## src/hw/cfgLoaderPkg.sv

```systemverilog
package cfgLoaderPkg;

    // one received or decoded byte, qualified by a single-cycle strobe
    // the same shape is used on every byte stream of the loader
    typedef struct packed {
        logic       strobe;  // high for exactly one cycle per byte
        logic [7:0] data;    // valid only while strobe is high
    } byteEvt_t;

    // frame layout on the serial line
    //   byte 0..2  sync header 00 AA FF
    //   byte 3     command
    //   byte 4..   payload, ended by line inactivity

    // the three ID bytes, first byte in the top lane
    localparam logic [23:0] SYNC_ID = 24'h00AAFF;

    // accepted command codes, compared against command[6:0]
    localparam logic [6:0] CMD_LOAD_A = 7'd1;
    localparam logic [6:0] CMD_LOAD_B = 7'd2;

    // command bit that selects the payload format
    // set: ASCII-hex pairs, clear: raw binary
    localparam int HEX_MODE_BIT = 7;

    // bytes per output word, packed MSB first
    localparam int WORD_BYTES = 4;

endpackage

```

## src/hw/configLoader.sv

```systemverilog
module configLoader #(
    parameter int ComRate       = 217,   // f_CLK / baud rate
    parameter int TimeoutCycles = 16777  // quiet cycles that end a frame
) (
    input  logic                                   CLK,
    input  logic                                   resetn,
    input  logic                                   Rx,
    output logic [cfgLoaderPkg::WORD_BYTES*8-1:0]  WriteData,
    output logic                                   WriteStrobe,
    output logic                                   ComActive,
    output logic [7:0]                             Command
);

    import cfgLoaderPkg::*;

    byteEvt_t rxByte;    // raw bytes from the line
    byteEvt_t payload;   // bytes of the data phase only
    byteEvt_t dataByte;  // decoded payload bytes
    logic     lineStart;
    logic     hexMode;
    logic     frameStart;

    uartRx #(.ComRate(ComRate)) uRx (
        .CLK       (CLK),
        .resetn    (resetn),
        .Rx        (Rx),
        .rxByte    (rxByte),
        .lineStart (lineStart)
    );

    frameCtrl #(.TimeoutCycles(TimeoutCycles)) uFrame (
        .CLK        (CLK),
        .resetn     (resetn),
        .rxByte     (rxByte),
        .lineStart  (lineStart),
        .payload    (payload),
        .hexMode    (hexMode),
        .frameStart (frameStart),
        .ComActive  (ComActive),
        .Command    (Command)
    );

    payloadDecode uDecode (
        .CLK        (CLK),
        .resetn     (resetn),
        .payload    (payload),
        .hexMode    (hexMode),
        .frameStart (frameStart),
        .dataByte   (dataByte)
    );

    wordPacker uPacker (
        .CLK         (CLK),
        .resetn      (resetn),
        .dataByte    (dataByte),
        .frameStart  (frameStart),
        .WriteData   (WriteData),
        .WriteStrobe (WriteStrobe)
    );

endmodule

```

## src/hw/frameCtrl.sv

```systemverilog
module frameCtrl #(
    parameter int TimeoutCycles = 16777  // idle cycles before a frame is dropped
) (
    input  logic                   CLK,
    input  logic                   resetn,
    input  cfgLoaderPkg::byteEvt_t rxByte,
    input  logic                   lineStart,
    output cfgLoaderPkg::byteEvt_t payload,
    output logic                   hexMode,
    output logic                   frameStart,
    output logic                   ComActive,
    output logic [7:0]             Command
);

    import cfgLoaderPkg::*;

    localparam int ToW = $clog2(TimeoutCycles + 1);
    localparam logic [ToW-1:0] ToLoad = ToW'(TimeoutCycles);

    typedef enum logic [2:0] {
        Idle,
        GetId0,
        GetId1,
        GetId2,
        GetCmd,
        EvalCmd,
        GetData
    } frameState_t;

    frameState_t    state;
    logic [23:0]    idReg;
    logic [7:0]     cmdReg;
    logic [ToW-1:0] toCnt;
    logic           timeout;
    logic           headerOk;

    assign timeout  = (toCnt == '0);
    assign headerOk = (idReg == SYNC_ID) &&
                      (cmdReg[6:0] == CMD_LOAD_A || cmdReg[6:0] == CMD_LOAD_B);

    // inactivity timer, rearmed by every received byte
    always_ff @(posedge CLK or negedge resetn) begin
        if (!resetn) begin
            toCnt <= ToLoad;
        end else if (state == Idle || rxByte.strobe) begin
            toCnt <= ToLoad;
        end else if (!timeout) begin
            toCnt <= toCnt - 1'b1;
        end
    end

    always_ff @(posedge CLK or negedge resetn) begin
        if (!resetn) begin
            state <= Idle;
        end else begin
            case (state)
                Idle: begin
                    if (lineStart) state <= GetId0;
                end
                GetId0: begin
                    if (timeout) begin
                        state <= Idle;
                    end else if (rxByte.strobe) begin
                        state <= GetId1;
                    end
                end
                GetId1: begin
                    if (timeout) begin
                        state <= Idle;
                    end else if (rxByte.strobe) begin
                        state <= GetId2;
                    end
                end
                GetId2: begin
                    if (timeout) begin
                        state <= Idle;
                    end else if (rxByte.strobe) begin
                        state <= GetCmd;
                    end
                end
                GetCmd: begin
                    if (timeout) begin
                        state <= Idle;
                    end else if (rxByte.strobe) begin
                        state <= EvalCmd;
                    end
                end
                EvalCmd: begin
                    state <= headerOk ? GetData : Idle;  // single decision cycle
                end
                GetData: begin
                    if (timeout) state <= Idle;  // line went quiet, frame over
                end
                default: state <= Idle;
            endcase
        end
    end

    // first ID byte ends up in [23:16]
    always_ff @(posedge CLK) begin
        if (rxByte.strobe && (state == GetId0 || state == GetId1 || state == GetId2)) begin
            idReg <= {idReg[15:0], rxByte.data};
        end
    end

    always_ff @(posedge CLK or negedge resetn) begin
        if (!resetn) begin
            cmdReg <= '0;
        end else if (rxByte.strobe && state == GetCmd) begin
            cmdReg <= rxByte.data;
        end
    end

    assign payload    = '{strobe: rxByte.strobe && (state == GetData), data: rxByte.data};
    assign hexMode    = cmdReg[HEX_MODE_BIT];  // stable until the next command byte
    assign frameStart = (state == EvalCmd) && headerOk;
    assign ComActive  = (state == GetData);
    assign Command    = cmdReg;

endmodule

```

## src/hw/payloadDecode.sv

```systemverilog
module payloadDecode (
    input  logic                   CLK,
    input  logic                   resetn,
    input  cfgLoaderPkg::byteEvt_t payload,
    input  logic                   hexMode,
    input  logic                   frameStart,
    output cfgLoaderPkg::byteEvt_t dataByte
);

    // bit 4 flags a character outside 0-9, A-F, a-f
    function automatic logic [4:0] asciiToNibble(input logic [7:0] ch);
        logic [4:0] code;
        if (ch >= "0" && ch <= "9") begin
            code = {1'b0, ch[3:0]};
        end else if ((ch >= "A" && ch <= "F") || (ch >= "a" && ch <= "f")) begin
            code = {1'b0, ch[3:0] + 4'd9};  // 'A' and 'a' both end in 1
        end else begin
            code = 5'h10;
        end
        return code;
    endfunction

    logic [4:0] charCode;
    logic       charValid;
    logic       haveHigh;  // high nibble waiting for its partner
    logic [3:0] highNib;
    logic       byteStb;
    logic [7:0] byteVal;

    assign charCode  = asciiToNibble(payload.data);
    assign charValid = !charCode[4];

    always_ff @(posedge CLK or negedge resetn) begin
        if (!resetn) begin
            haveHigh <= 1'b0;
        end else if (frameStart) begin
            haveHigh <= 1'b0;
        end else if (payload.strobe && hexMode) begin
            if (!charValid) begin
                haveHigh <= 1'b0;  // junk drops a pending half byte
            end else begin
                haveHigh <= !haveHigh;
            end
        end
    end

    always_ff @(posedge CLK) begin
        if (payload.strobe && hexMode && charValid && !haveHigh) highNib <= charCode[3:0];
    end

    // one cycle after the binary byte or the second hex character
    always_ff @(posedge CLK or negedge resetn) begin
        if (!resetn) begin
            byteStb <= 1'b0;
        end else begin
            byteStb <= payload.strobe && (!hexMode || (charValid && haveHigh));
        end
    end

    always_ff @(posedge CLK) begin
        if (payload.strobe) byteVal <= hexMode ? {highNib, charCode[3:0]} : payload.data;
    end

    assign dataByte = '{strobe: byteStb, data: byteVal};

endmodule

```

## src/hw/uartRx.sv

```systemverilog
module uartRx #(
    parameter int ComRate = 217  // clock cycles per bit
) (
    input  logic                   CLK,
    input  logic                   resetn,
    input  logic                   Rx,
    output cfgLoaderPkg::byteEvt_t rxByte,
    output logic                   lineStart
);

    localparam int CntW = $clog2(ComRate);
    localparam logic [CntW-1:0] FullBit = CntW'(ComRate - 1);
    localparam logic [CntW-1:0] HalfBit = CntW'(ComRate / 2 - 1);

    typedef enum logic [1:0] {
        RxIdle,
        RxStart,  // waiting for the middle of the start bit
        RxData,
        RxStop
    } rxState_t;

    rxState_t        state;
    logic            rxSync;
    logic [CntW-1:0] bitCnt;
    logic [2:0]      bitIdx;
    logic [7:0]      shiftReg;
    logic            tick;

    // single sync flop, line idles high
    always_ff @(posedge CLK or negedge resetn) begin
        if (!resetn) begin
            rxSync <= 1'b1;
        end else begin
            rxSync <= Rx;
        end
    end

    assign tick = (bitCnt == '0);

    // half a bit after the start edge, then one tick per bit
    always_ff @(posedge CLK or negedge resetn) begin
        if (!resetn) begin
            bitCnt <= HalfBit;
        end else if (state == RxIdle) begin
            bitCnt <= HalfBit;
        end else if (tick) begin
            bitCnt <= FullBit;
        end else begin
            bitCnt <= bitCnt - 1'b1;
        end
    end

    always_ff @(posedge CLK or negedge resetn) begin
        if (!resetn) begin
            state  <= RxIdle;
            bitIdx <= '0;
        end else begin
            case (state)
                RxIdle: begin
                    bitIdx <= '0;
                    if (!rxSync) state <= RxStart;
                end
                RxStart: begin
                    if (tick) state <= RxData;
                end
                RxData: begin
                    if (tick) begin
                        bitIdx <= bitIdx + 1'b1;
                        if (bitIdx == 3'd7) state <= RxStop;
                    end
                end
                RxStop: begin
                    if (tick) state <= RxIdle;  // stop bit level is not checked
                end
                default: state <= RxIdle;
            endcase
        end
    end

    // LSB arrives first, so shift in from the top
    always_ff @(posedge CLK) begin
        if (state == RxData && tick) shiftReg <= {rxSync, shiftReg[7:1]};
    end

    assign lineStart = (state == RxIdle) && !rxSync;
    assign rxByte    = '{strobe: (state == RxStop) && tick, data: shiftReg};

endmodule

```

## src/hw/wordPacker.sv

```systemverilog
module wordPacker (
    input  logic                                   CLK,
    input  logic                                   resetn,
    input  cfgLoaderPkg::byteEvt_t                 dataByte,
    input  logic                                   frameStart,
    output logic [cfgLoaderPkg::WORD_BYTES*8-1:0]  WriteData,
    output logic                                   WriteStrobe
);

    import cfgLoaderPkg::*;

    localparam int LaneW = (WORD_BYTES > 1) ? $clog2(WORD_BYTES) : 1;
    localparam logic [LaneW-1:0] LastLane = LaneW'(WORD_BYTES - 1);

    logic [LaneW-1:0] laneIdx;  // 0 is the most significant byte
    logic             wordDone;

    assign wordDone = dataByte.strobe && (laneIdx == LastLane);

    always_ff @(posedge CLK or negedge resetn) begin
        if (!resetn) begin
            laneIdx   <= '0;
            WriteData <= '0;
        end else if (frameStart) begin
            laneIdx   <= '0;  // leftovers of the last frame are dropped
            WriteData <= '0;
        end else if (dataByte.strobe) begin
            WriteData[8*(LastLane - laneIdx) +: 8] <= dataByte.data;
            laneIdx <= wordDone ? '0 : laneIdx + 1'b1;
        end
    end

    // pulse together with the last lane landing in WriteData
    always_ff @(posedge CLK or negedge resetn) begin
        if (!resetn) begin
            WriteStrobe <= 1'b0;
        end else begin
            WriteStrobe <= wordDone && !frameStart;
        end
    end

endmodule

```

## config.mk

```make
export PLATFORM = sky130hd
export DESIGN_NAME = configLoader
export DESIGN_NICKNAME = d
export VERILOG_FILES = /design/src/hw/cfgLoaderPkg.sv /design/src/hw/configLoader.sv /design/src/hw/frameCtrl.sv /design/src/hw/payloadDecode.sv /design/src/hw/uartRx.sv /design/src/hw/wordPacker.sv
export SDC_FILE = /design/constraint.sdc
export NUM_CORES = 1
export LEC_CHECK = 0
export BUFFER_PORTS_ARGS = -buffer_cell sky130_fd_sc_hd__buf_2
export CELL_PAD_IN_SITES_DETAIL_PLACEMENT = 0
export CELL_PAD_IN_SITES_GLOBAL_PLACEMENT = 2
export CORE_ASPECT_RATIO = 0.75
export CORE_MARGIN = 10
export CORE_UTILIZATION = 30
export DETAILED_ROUTE_END_ITERATION = 12
export GPL_ROUTABILITY_DRIVEN = 0
export PLACE_DENSITY = 0.7
export SYNTH_ARGS = -nofsm -noshare
export SYNTH_HDL_FRONTEND = slang
export SYNTH_HIERARCHICAL = 1
export SYNTH_SLANG_ARGS = --single-unit
```

## constraint.sdc

```tcl
create_clock -name CLK -period 4.7 [get_ports CLK]
set_input_delay 0.705 -clock CLK [delete_from_list [all_inputs] [get_ports CLK]]
set_output_delay 0.705 -clock CLK [all_outputs]
set_load 0.02 [all_outputs]
```

==> flow_summary_export.csv, run 1 <==
group,metric,value,unit
layout,layout-drive-gt1-share,28.5,%
clocking,cts_resized,0,
detailed_routing,drtIter0Drc,242,
layout,layout.cells.most_common,"dfrtp_1",
clocking,htree_levels,4,
critical_path,start_kind,"flip-flop",
floorplanning,die_area,24900,um2
timing,relSlewSlack,10.2,%
layout,fin_nets,495,
grt,grt_max_degree,78,
layout,syn2layout_area_growth,16.5,%
clocking,cts_buffers,17,
power,p_leak,0.00287,uW
grt,grt_pass1_wl,20.3,mm
critical_path,cp_max_fo,14,
detailed_routing,routed_wl,12.5,mm
timing,worstMarginPinSlew,1.33,ns
detailed_routing,via_per_inst,4.96,
grt,grt_pass1_vias,3623,
timing,finalSetupTns,0,ns
grt,grt_antenna_before_repair,0,
floorplanning,die_h,139,um
flow_run,maxCapViolCount,0,
logic_synthesis,synthArstFlopShare,63.6,%
detailed_routing,vias,3637,
clocking,clock-sinks,121,
floorplanning,die_width,179,um
floorplanning,initial_core_util,30.7,%
clocking,insertion_delay,0.42,ns
clocking,clockRootBuffer,"clkbuf_16",
place,hpwl,8.74,mm
critical_path,end_kind,"flip-flop",
logic_synthesis,syn_nets,456,
grt,grt-ovfl-total,0,
critical_path,cp_data_required_time,4.82,ns
timing,finClkSkew,0.0119,ns
timing,setup_viol,0,
power,vdd_drop_max,0.247,mV
floorplanning,core,18500,um2
detailed_routing,routedWlPerCell,17.1,um
timing,fmax,314,MHz
worst_hold_path,hp-class,"in -> reg",
logic_synthesis,syn_area,5670,um2
logic_synthesis,seq_area_frac_synth,57.5,%
logic_synthesis,netlist_instances,435,
critical_path,worstPathArrival,3.30,ns
logic_synthesis,synth_warnings,6,
clocking,clk_path_buf_depth,2,
outcome,outcome,"complete, no violations",
logic_synthesis,synth_top_flop_cell,"dfrtp_1",
clocking,clk_transition_reported_paths,0.06,ns
critical_path,worstSetupPathType,"reg -> reg",
clocking,postCtsSetupBuffers,0,
power,power_density,445,nW/um2
layout,final_cell_mix,"dfrtp_1 (66), edfxtp_1 (44), buf_2 (43)",
logic_synthesis,synth_edf_count,44,
detailed_routing,antenna_left,0,
clocking,ctsHoldBuffers,0,
power,fin_total_pwr,2940,uW
detailed_routing,drtPass1Iterations,7,
grt,grtUsageTotal,10.4,%
place,port_buffers,44,
floorplanning,io_pins,45,
timing,finalMaxSlewViolations,0,
floorplanning,fp-row-count,43,
timing,post-route-period-util,67.8,%
timing,rsz0062_at_grt,"no",
timing,hold_viol_final,0,
timing,layout_min_cycle_time,3.19,ns
logic_synthesis,synth_seq_cells,121,
clocking,cts_tree,"built",
logic_synthesis,syn_area_per_cell,13.0,um2
layout,num_antenna_cells,0,
detailed_routing,drc,0,
logic_synthesis,synth.distinct_cells,78,
[report_power, final]
group / switching, uW / internal [uW] / total [uW]
sequential: 99.2 / 1180 / 1280
combinational: 249 / 195 / 444
clock: 521 / 695 / 1220
[per-stage QoR]
stage               setup WS, ns  area, um2  std cells  hold WS (ns)  utilization (%)
global route                1.33       6610        734         0.370             35.7
finish                      1.51       6610        734         0.388             35.7
floorplan                  0.640       5670        435         0.409                -
global placement            1.56       6050        702         0.429             32.7
detailed placement          1.51       6050        702         0.427             32.7
CTS                         1.50       6610        734         0.365             35.7
[final timing paths]
kind | start | endpoint | slack (ns) | depth (start not counted)
worst min-delay path | Rx | uRx/rxSync | 0.39 | 1
max in group asynchronous | resetn | uPacker/laneIdx[0] | 3.57 | 1
worst max register to register | uRx/bitCnt[2] | uDecode/highNib[0] | 1.51 | 8
worst max-delay path | uRx/bitCnt[2] | uDecode/highNib[0] | 1.51 | 8
worst min register to register | uFrame/idReg[11] | uFrame/idReg[19] | 0.44 | 0
min in group asynchronous | resetn | uRx/bitIdx[0] | 0.47 | 1
[kinds of logic after synthesis]
kind of cell | synth area share [%]
multiplexers | 2.78
AO/OA/AOI/OAI | 14.2
XOR/XNOR | 1.54
flip-flops | 57.5
buffers and inverters | 4.28
adder cells (fa/ha/maj) | 3.97
AND/OR/NAND/NOR | 15.7
[cells in the mapped netlist, types with 4 or more instances]
| cell type | number | area share (%) |
|---|---|---|
| a21oi_1 | 14 | 1.2 |
| a22o_1 | 10 | 1.5 |
| a32o_1 | 17 | 3.0 |
| a32o_2 | 8 | 1.6 |
| and3_1 | 11 | 1.2 |
| buf_4 | 11 | 1.5 |
| buf_6 | 4 | 0.79 |
| clkbuf_1 | 8 | 0.53 |
| dfrtp_1 | 66 | 29 |
| dfstp_2 | 11 | 5.1 |
| edfxtp_1 | 44 | 23 |
| ha_1 | 18 | 4.0 |
| inv_1 | 15 | 0.99 |
| mux2_1 | 5 | 0.99 |
| mux2_2 | 9 | 1.8 |
| nand2_1 | 16 | 1.1 |
| nand2b_1 | 7 | 0.77 |
| nand3_1 | 7 | 0.62 |
| nand3b_1 | 4 | 0.53 |
| nor2_1 | 18 | 1.2 |
| nor2b_1 | 5 | 0.55 |
| nor3_1 | 9 | 0.79 |
| nor3b_1 | 5 | 0.66 |
| nor4_1 | 4 | 0.44 |
| o21ai_0 | 10 | 0.88 |
| o21bai_1 | 4 | 0.53 |
| o31ai_1 | 6 | 0.79 |
| or2_2 | 4 | 0.44 |
| or4_1 | 7 | 0.93 |
| xor2_1 | 7 | 1.1 |
[per-layer routing]
metal	GRT usage, %	wire length, um
met5	0	0
met4	4.34	190
met3	2.56	397
met2	14.1	5350
met1	15.1	6610
[worst max-delay path, cell delays in order (launching register included)]
cell and delay [ns]:
dfrtp_1 0.43, or4_4 0.58, nor3_4 0.48, and2_1 0.39, and3_1 0.52, nand2_1 0.13
nor2_1 0.13, o21ai_2 0.08, inv_1 0.15
[cell type report]
cell class                      count  area, um2
Tap cell                          247        309
Sequential cell                   121       3260
Inverter                           15       56.3
Fill cell                        1826      11900
Clock inverter                     15        133
Timing Repair Buffer               47        245
Clock buffer                       17        425
Multi-Input combinational cell    272       2180
[flip-flops by register name, summed over array words and instances (netlist names), 3 cells and up]
signal and count:
uRx/bitIdx 3, uPacker/WriteData 32, uFrame/idReg 24, uRx/shiftReg 8, uDecode/highNib 4, uRx/bitCnt 8, uDecode/byteVal 8, uFrame/Command 8
uFrame/toCnt 15, uFrame/state 3
No activity file was read; power rests on OpenSTA's default activity.
==> inputs of run 2 (changes only) <==
- clock period: 4.7 -> 3 ns (I/O delays scaled with it)
==> run 2 against run 1 <==
Against the previous run: routed wire length rose by 3.5%; sequential share of layout area fell by 0.33 points; highest routed layer unchanged; combinational power rose by 56%; first-iteration DRC count fell by 27%.
==> flow_summary_export.csv, run 2 (same netlist as run 1, synthesis figures left out) <==
group,metric,value,unit
outcome,outcome,"complete, no violations",
layout,fin_nets,499,
clocking,insertion_delay,0.41,ns
layout,reg_top3,"uPacker/WriteData: 32 flops, uFrame/idReg: 24 flops, uFrame/toCnt: 15 flops",
floorplanning,io_pins,45,
timing,holdWs,0.133,ns
detailed_routing,drtPass1Iterations,4,
grt,grt_max_degree,78,
floorplanning,fp-row-count,43,
timing,finalMaxSlewViolations,0,
detailed_routing,vias,3702,
grt,grt_pass1_wl,20.9,mm
clocking,clk_path_buf_depth,2,
detailed_routing,drtIter0Drc,177,
detailed_routing,routedWlPerCell,17.6,um
grt,use_met2,14.9,%
grt,met1_usage,15.3,%
clocking,postCtsSetupBuffers,0,
critical_path,start_kind,"flip-flop",
detailed_routing,antenna_left,0,
critical_path,cp_top_family,"simple AND/OR/NAND/NOR gates",
critical_path,cp_slowest_cell,"or4_4",
layout,layout-drive-gt1-share,28.9,%
clocking,htree_levels,4,
layout,num_antenna_cells,0,
grt,use_met3,2.53,%
timing,fmax,386,MHz
critical_path,cp_cell_sequence,"or4_4 -> nor3_4 -> and2_1 -> nand2b_1 -> nor2_2 -> mux2_2",
floorplanning,die_area,24900,um2
layout,largest_reg_flops,32,
detailed_routing,drc,0,
grt,grt_antenna_before_repair,0,
flow_run,maxCapViolCount,0,
place,port_buffers,44,
layout,layout.core_utilization,36.0,%
timing,rsz0062_at_grt,"no",
clocking,cts_resized,0,
layout,layout.cells.most_common,"dfrtp_1",
timing,layout_min_cycle_time,2.59,ns
timing,post-route-period-util,86.4,%
floorplanning,core,18500,um2
timing,hold_viol_final,0,
grt,grt-ovfl-total,0,
detailed_routing,via_per_inst,5.02,
critical_path,cp_data_required_time,3.30,ns
critical_path,cpPeakStageDelay,0.58,ns
critical_path,critPathBufInv,0,
clocking,clockRootBuffer,"clkbuf_16",
floorplanning,die_width,179,um
worst_hold_path,hp-class,"in -> reg",
detailed_routing,routed_wl,13.0,mm
layout,final_cell_mix,"dfrtp_1 (66), edfxtp_1 (44), buf_2 (43)",
critical_path,cp_max_fo,9,
clocking,cts_buffers,17,
grt,grt_pass1_vias,3698,
power,power_density,694,nW/um2
timing,relSlewSlack,28.6,%
critical_path,rrSetupSlack,0.41,ns
layout,num-fill-cells,1856,
grt,grt.busiest_layer,"met1",
floorplanning,initial_core_util,30.7,%
power,vdd_drop_max,0.358,mV
critical_path,end_kind,"flip-flop",
clocking,clk_transition_reported_paths,0.06,ns
timing,finClkSkew,0.0191,ns
critical_path,worstPathArrival,2.89,ns
clocking,clock-sinks,121,
floorplanning,die_h,139,um
grt,grtUsageTotal,10.6,%
clocking,ctsHoldBuffers,0,
clocking,cts_tree,"built",
layout,top_register,"uPacker/WriteData",
layout,syn2layout_area_growth,17.3,%
power,p_leak,0.00288,uW
timing,finalSetupTns,0,ns
critical_path,worstSetupPathType,"reg -> reg",
place,hpwl,9.07,mm
timing,setup_viol,0,
timing,worstMarginPinSlew,1.07,ns
[run 2: layout make-up]
type	instances	area, um2	area share (%)
Sequential cell	121	3260	49.0
Multi-Input combinational cell	272	2180	32.8
Clock buffer	17	425	6.39
Tap cell	247	309	4.64
Timing Repair Buffer	51	275	4.14
Clock inverter	15	141	2.12
Inverter	15	56.3	0.846
[run 2: final timing paths]
check / to / startpoint / cells after the start
worst max register to register: uFrame/Command[2] / uRx/bitCnt[2] / 6
worst min register to register: uFrame/idReg[19] / uFrame/idReg[11] / 0
worst max-delay path: uFrame/Command[2] / uRx/bitCnt[2] / 6
min in group asynchronous: uRx/bitIdx[0] / resetn / 1
max in group asynchronous: uFrame/toCnt[5] / resetn / 1
worst min-delay path: uRx/rxSync / Rx / 1
[run 2: metal layers]
layer / share of wire [%] / wire, um
met1: 52 / 6710
met4: 0.80 / 104
met5: 0 / 0
met3: 3.4 / 443
met2: 44 / 5730
[run 2: worst reg2reg max path: stages, from the launching register on]
cell	delay (ns)
dfrtp_1	0.43
or4_4	0.58
nor3_4	0.19
and2_1	0.33
nand2b_1	0.16
nor2_2	0.39
mux2_2	0.40
[run 2: power by group]
group / internal, uW / switching, uW
combinational: 304 / 390
clock: 1150 / 767
sequential: 1850 / 157
[run 2: per-stage QoR]
step / power (uW) / worst slack (ns) / area (um2) / instances
2_1_floorplan: 2570 / 0.0879 / 5680 / 435
3_3_place_gp: 2710 / 0.542 / 6090 / 706
3_5_place_dp: 2740 / 0.434 / 6090 / 706
4_1_cts: 4680 / 0.415 / 6650 / 738
5_1_grt: 4870 / 0.238 / 6650 / 738
6_report: 4620 / 0.409 / 6650 / 738
==> inputs of run 3 (changes only) <==
==> constraint.sdc (replaced) <==
create_clock -name CLK -period 3 [get_ports CLK]
set_input_delay 0 -clock CLK [delete_from_list [all_inputs] [get_ports CLK]]
set_output_delay 0 -clock CLK [all_outputs]
set_load 0.02 [all_outputs]
==> run 3 against run 2 <==
Against the previous run: non-clock buffer count increased by 2; sequential share of layout area decreased by 0.15 points; clock power about the same; cell area increased by 0.30%; highest routed layer unchanged.
==> flow_summary_export.csv, run 3 (same netlist as run 1, synthesis figures left out) <==
group,metric,value,unit
outcome,outcome,"complete, no violations",
detailed_routing,routedWlPerCell,17.5,um
detailed_routing,via_per_inst,4.95,
timing,relSlewSlack,25.2,%
layout,multi_input_area,2180,um2
power,p_switching,1320,uW
power,clkPwrFrac,41.6,%
worst_hold_path,hp-class,"in -> reg",
critical_path,start_kind,"flip-flop",
layout,finalInstanceArea,6670,um2
clocking,cts_buffers,17,
grt,grtUsageTotal,10.6,%
floorplanning,die_width,179,um
power,fin_total_pwr,4630,uW
grt,grt_max_degree,78,
layout,layout.cells.most_common,"dfrtp_1",
detailed_routing,antenna_left,0,
layout,final_cell_mix,"dfrtp_1 (66), edfxtp_1 (44), buf_2 (43)",
clocking,postCtsSetupBuffers,0,
floorplanning,fp-row-count,43,
detailed_routing,drtIter0Drc,183,
clocking,insertion_delay,0.41,ns
detailed_routing,drc,0,
timing,setup_viol,0,
power,pwr-share-seq,43.4,%
layout,num-fill-cells,1854,
grt,grt_pass1_vias,3703,
power,power_density,693,nW/um2
clocking,htree_levels,4,
layout,reg_top3,"uPacker/WriteData: 32 flops, uFrame/idReg: 24 flops, uFrame/toCnt: 15 flops",
grt,grt_pass1_wl,20.9,mm
critical_path,end_kind,"flip-flop",
floorplanning,core,18500,um2
clocking,cts_resized,0,
timing,fmax,388,MHz
critical_path,worstSetupPathType,"reg -> reg",
power,swShare,28.5,%
timing,hold_viol_final,0,
clocking,ctsHoldBuffers,2,
layout,top_register,"uPacker/WriteData",
detailed_routing,routed_wl,13.0,mm
power,vdd_drop_max,0.362,mV
place,hpwl,9.07,mm
clocking,cts_tree,"built",
clocking,clk_transition_reported_paths,0.06,ns
timing,layout_min_cycle_time,2.58,ns
floorplanning,die_area,24900,um2
clocking,clock-sinks,121,
layout,fin_nets,501,
power,combPwrFrac,15.0,%
power,p_leak,0.00289,uW
clocking,clk_path_buf_depth,2,
power,internal_power,3310,uW
place,placed_cell_area,6090,um2
timing,worstMarginPinSlew,1.12,ns
layout,layout.core_utilization,36.1,%
floorplanning,initial_core_util,30.7,%
grt,grt-ovfl-total,0,
layout,ff_latch_area,3260,um2
layout,largest_reg_flops,32,
grt,grt_antenna_before_repair,0,
timing,finalMaxSlewViolations,0,
critical_path,cp_max_fo,9,
timing,finalSetupTns,0,ns
clocking,clockRootBuffer,"clkbuf_16",
timing,finClkSkew,0.0123,ns
critical_path,cp_data_required_time,3.30,ns
layout,num_antenna_cells,0,
flow_run,maxCapViolCount,0,
place,port_buffers,44,
timing,rsz0062_at_grt,"no",
layout,layout-drive-gt1-share,28.8,%
detailed_routing,vias,3665,
layout,syn2layout_area_growth,17.6,%
detailed_routing,drtPass1Iterations,4,
floorplanning,io_pins,45,
critical_path,worstPathArrival,2.88,ns
floorplanning,die_h,139,um
timing,post-route-period-util,86.0,%
## run 3: cell type report
type / instances / area share, %
Sequential cell: 121 / 48.9
Timing Repair Buffer: 53 / 4.42
Multi-Input combinational cell: 272 / 32.7
Clock buffer: 17 / 6.37
Inverter: 15 / 0.844
Clock inverter: 15 / 2.12
Tap cell: 247 / 4.63
## run 3: through the flow
| step | hold slack (ns) | instances | worst slack [ns] |
|---|---|---|---|
| after floorplan | -0.296 | 435 | 0.0879 |
| after global placement | 0.107 | 706 | 0.542 |
| after detailed placement | 0.106 | 706 | 0.434 |
| after CTS | 0.207 | 740 | 0.415 |
| after global routing | 0.224 | 740 | 0.238 |
| final | 0.229 | 740 | 0.420 |
## run 3: worst paths after layout
check / to / slack (ns) / depth (start not counted) / from
min in group asynchronous: uRx/bitIdx[0] / 0.31 / 2 / resetn
worst min-delay path: uRx/rxSync / 0.23 / 2 / Rx
worst max register to register: uFrame/Command[6] / 0.42 / 6 / uRx/bitCnt[2]
worst max-delay path: uFrame/Command[6] / 0.42 / 6 / uRx/bitCnt[2]
max in group asynchronous: uPacker/WriteData[24] / 2.02 / 2 / resetn
worst min register to register: uFrame/idReg[9] / 0.44 / 0 / uFrame/idReg[1]
## run 3: layer usage
| metal | GRT usage (%) | up-vias | share of wire, % |
|---|---|---|---|
| li1 | - | 1746 | - |
| met1 | 15.3 | 1847 | 52 |
| met4 | 3.65 | 0 | 1.1 |
| met3 | 2.56 | 9 | 3.7 |
| met5 | 0 | - | 0 |
| met2 | 14.9 | 63 | 44 |
## run 3: power by group through the flow
| stage | clock network, uW | registers [uW] | logic [uW] |
|---|---|---|---|
| global route | 2050 | 2030 | 802 |
| finish | 1920 | 2010 | 695 |
| floorplan | 0 | 1970 | 599 |
| detailed placement | 0 | 2040 | 699 |
| CTS | 1970 | 2010 | 705 |
| global placement | 0 | 2020 | 690 |
## run 3: worst max-delay path: stages (launching register included)
cell and delay, ns:
dfrtp_1 0.43, or4_4 0.58, nor3_4 0.19, and2_1 0.32, nand2b_1 0.16, nor2_2 0.38, mux2_2 0.39
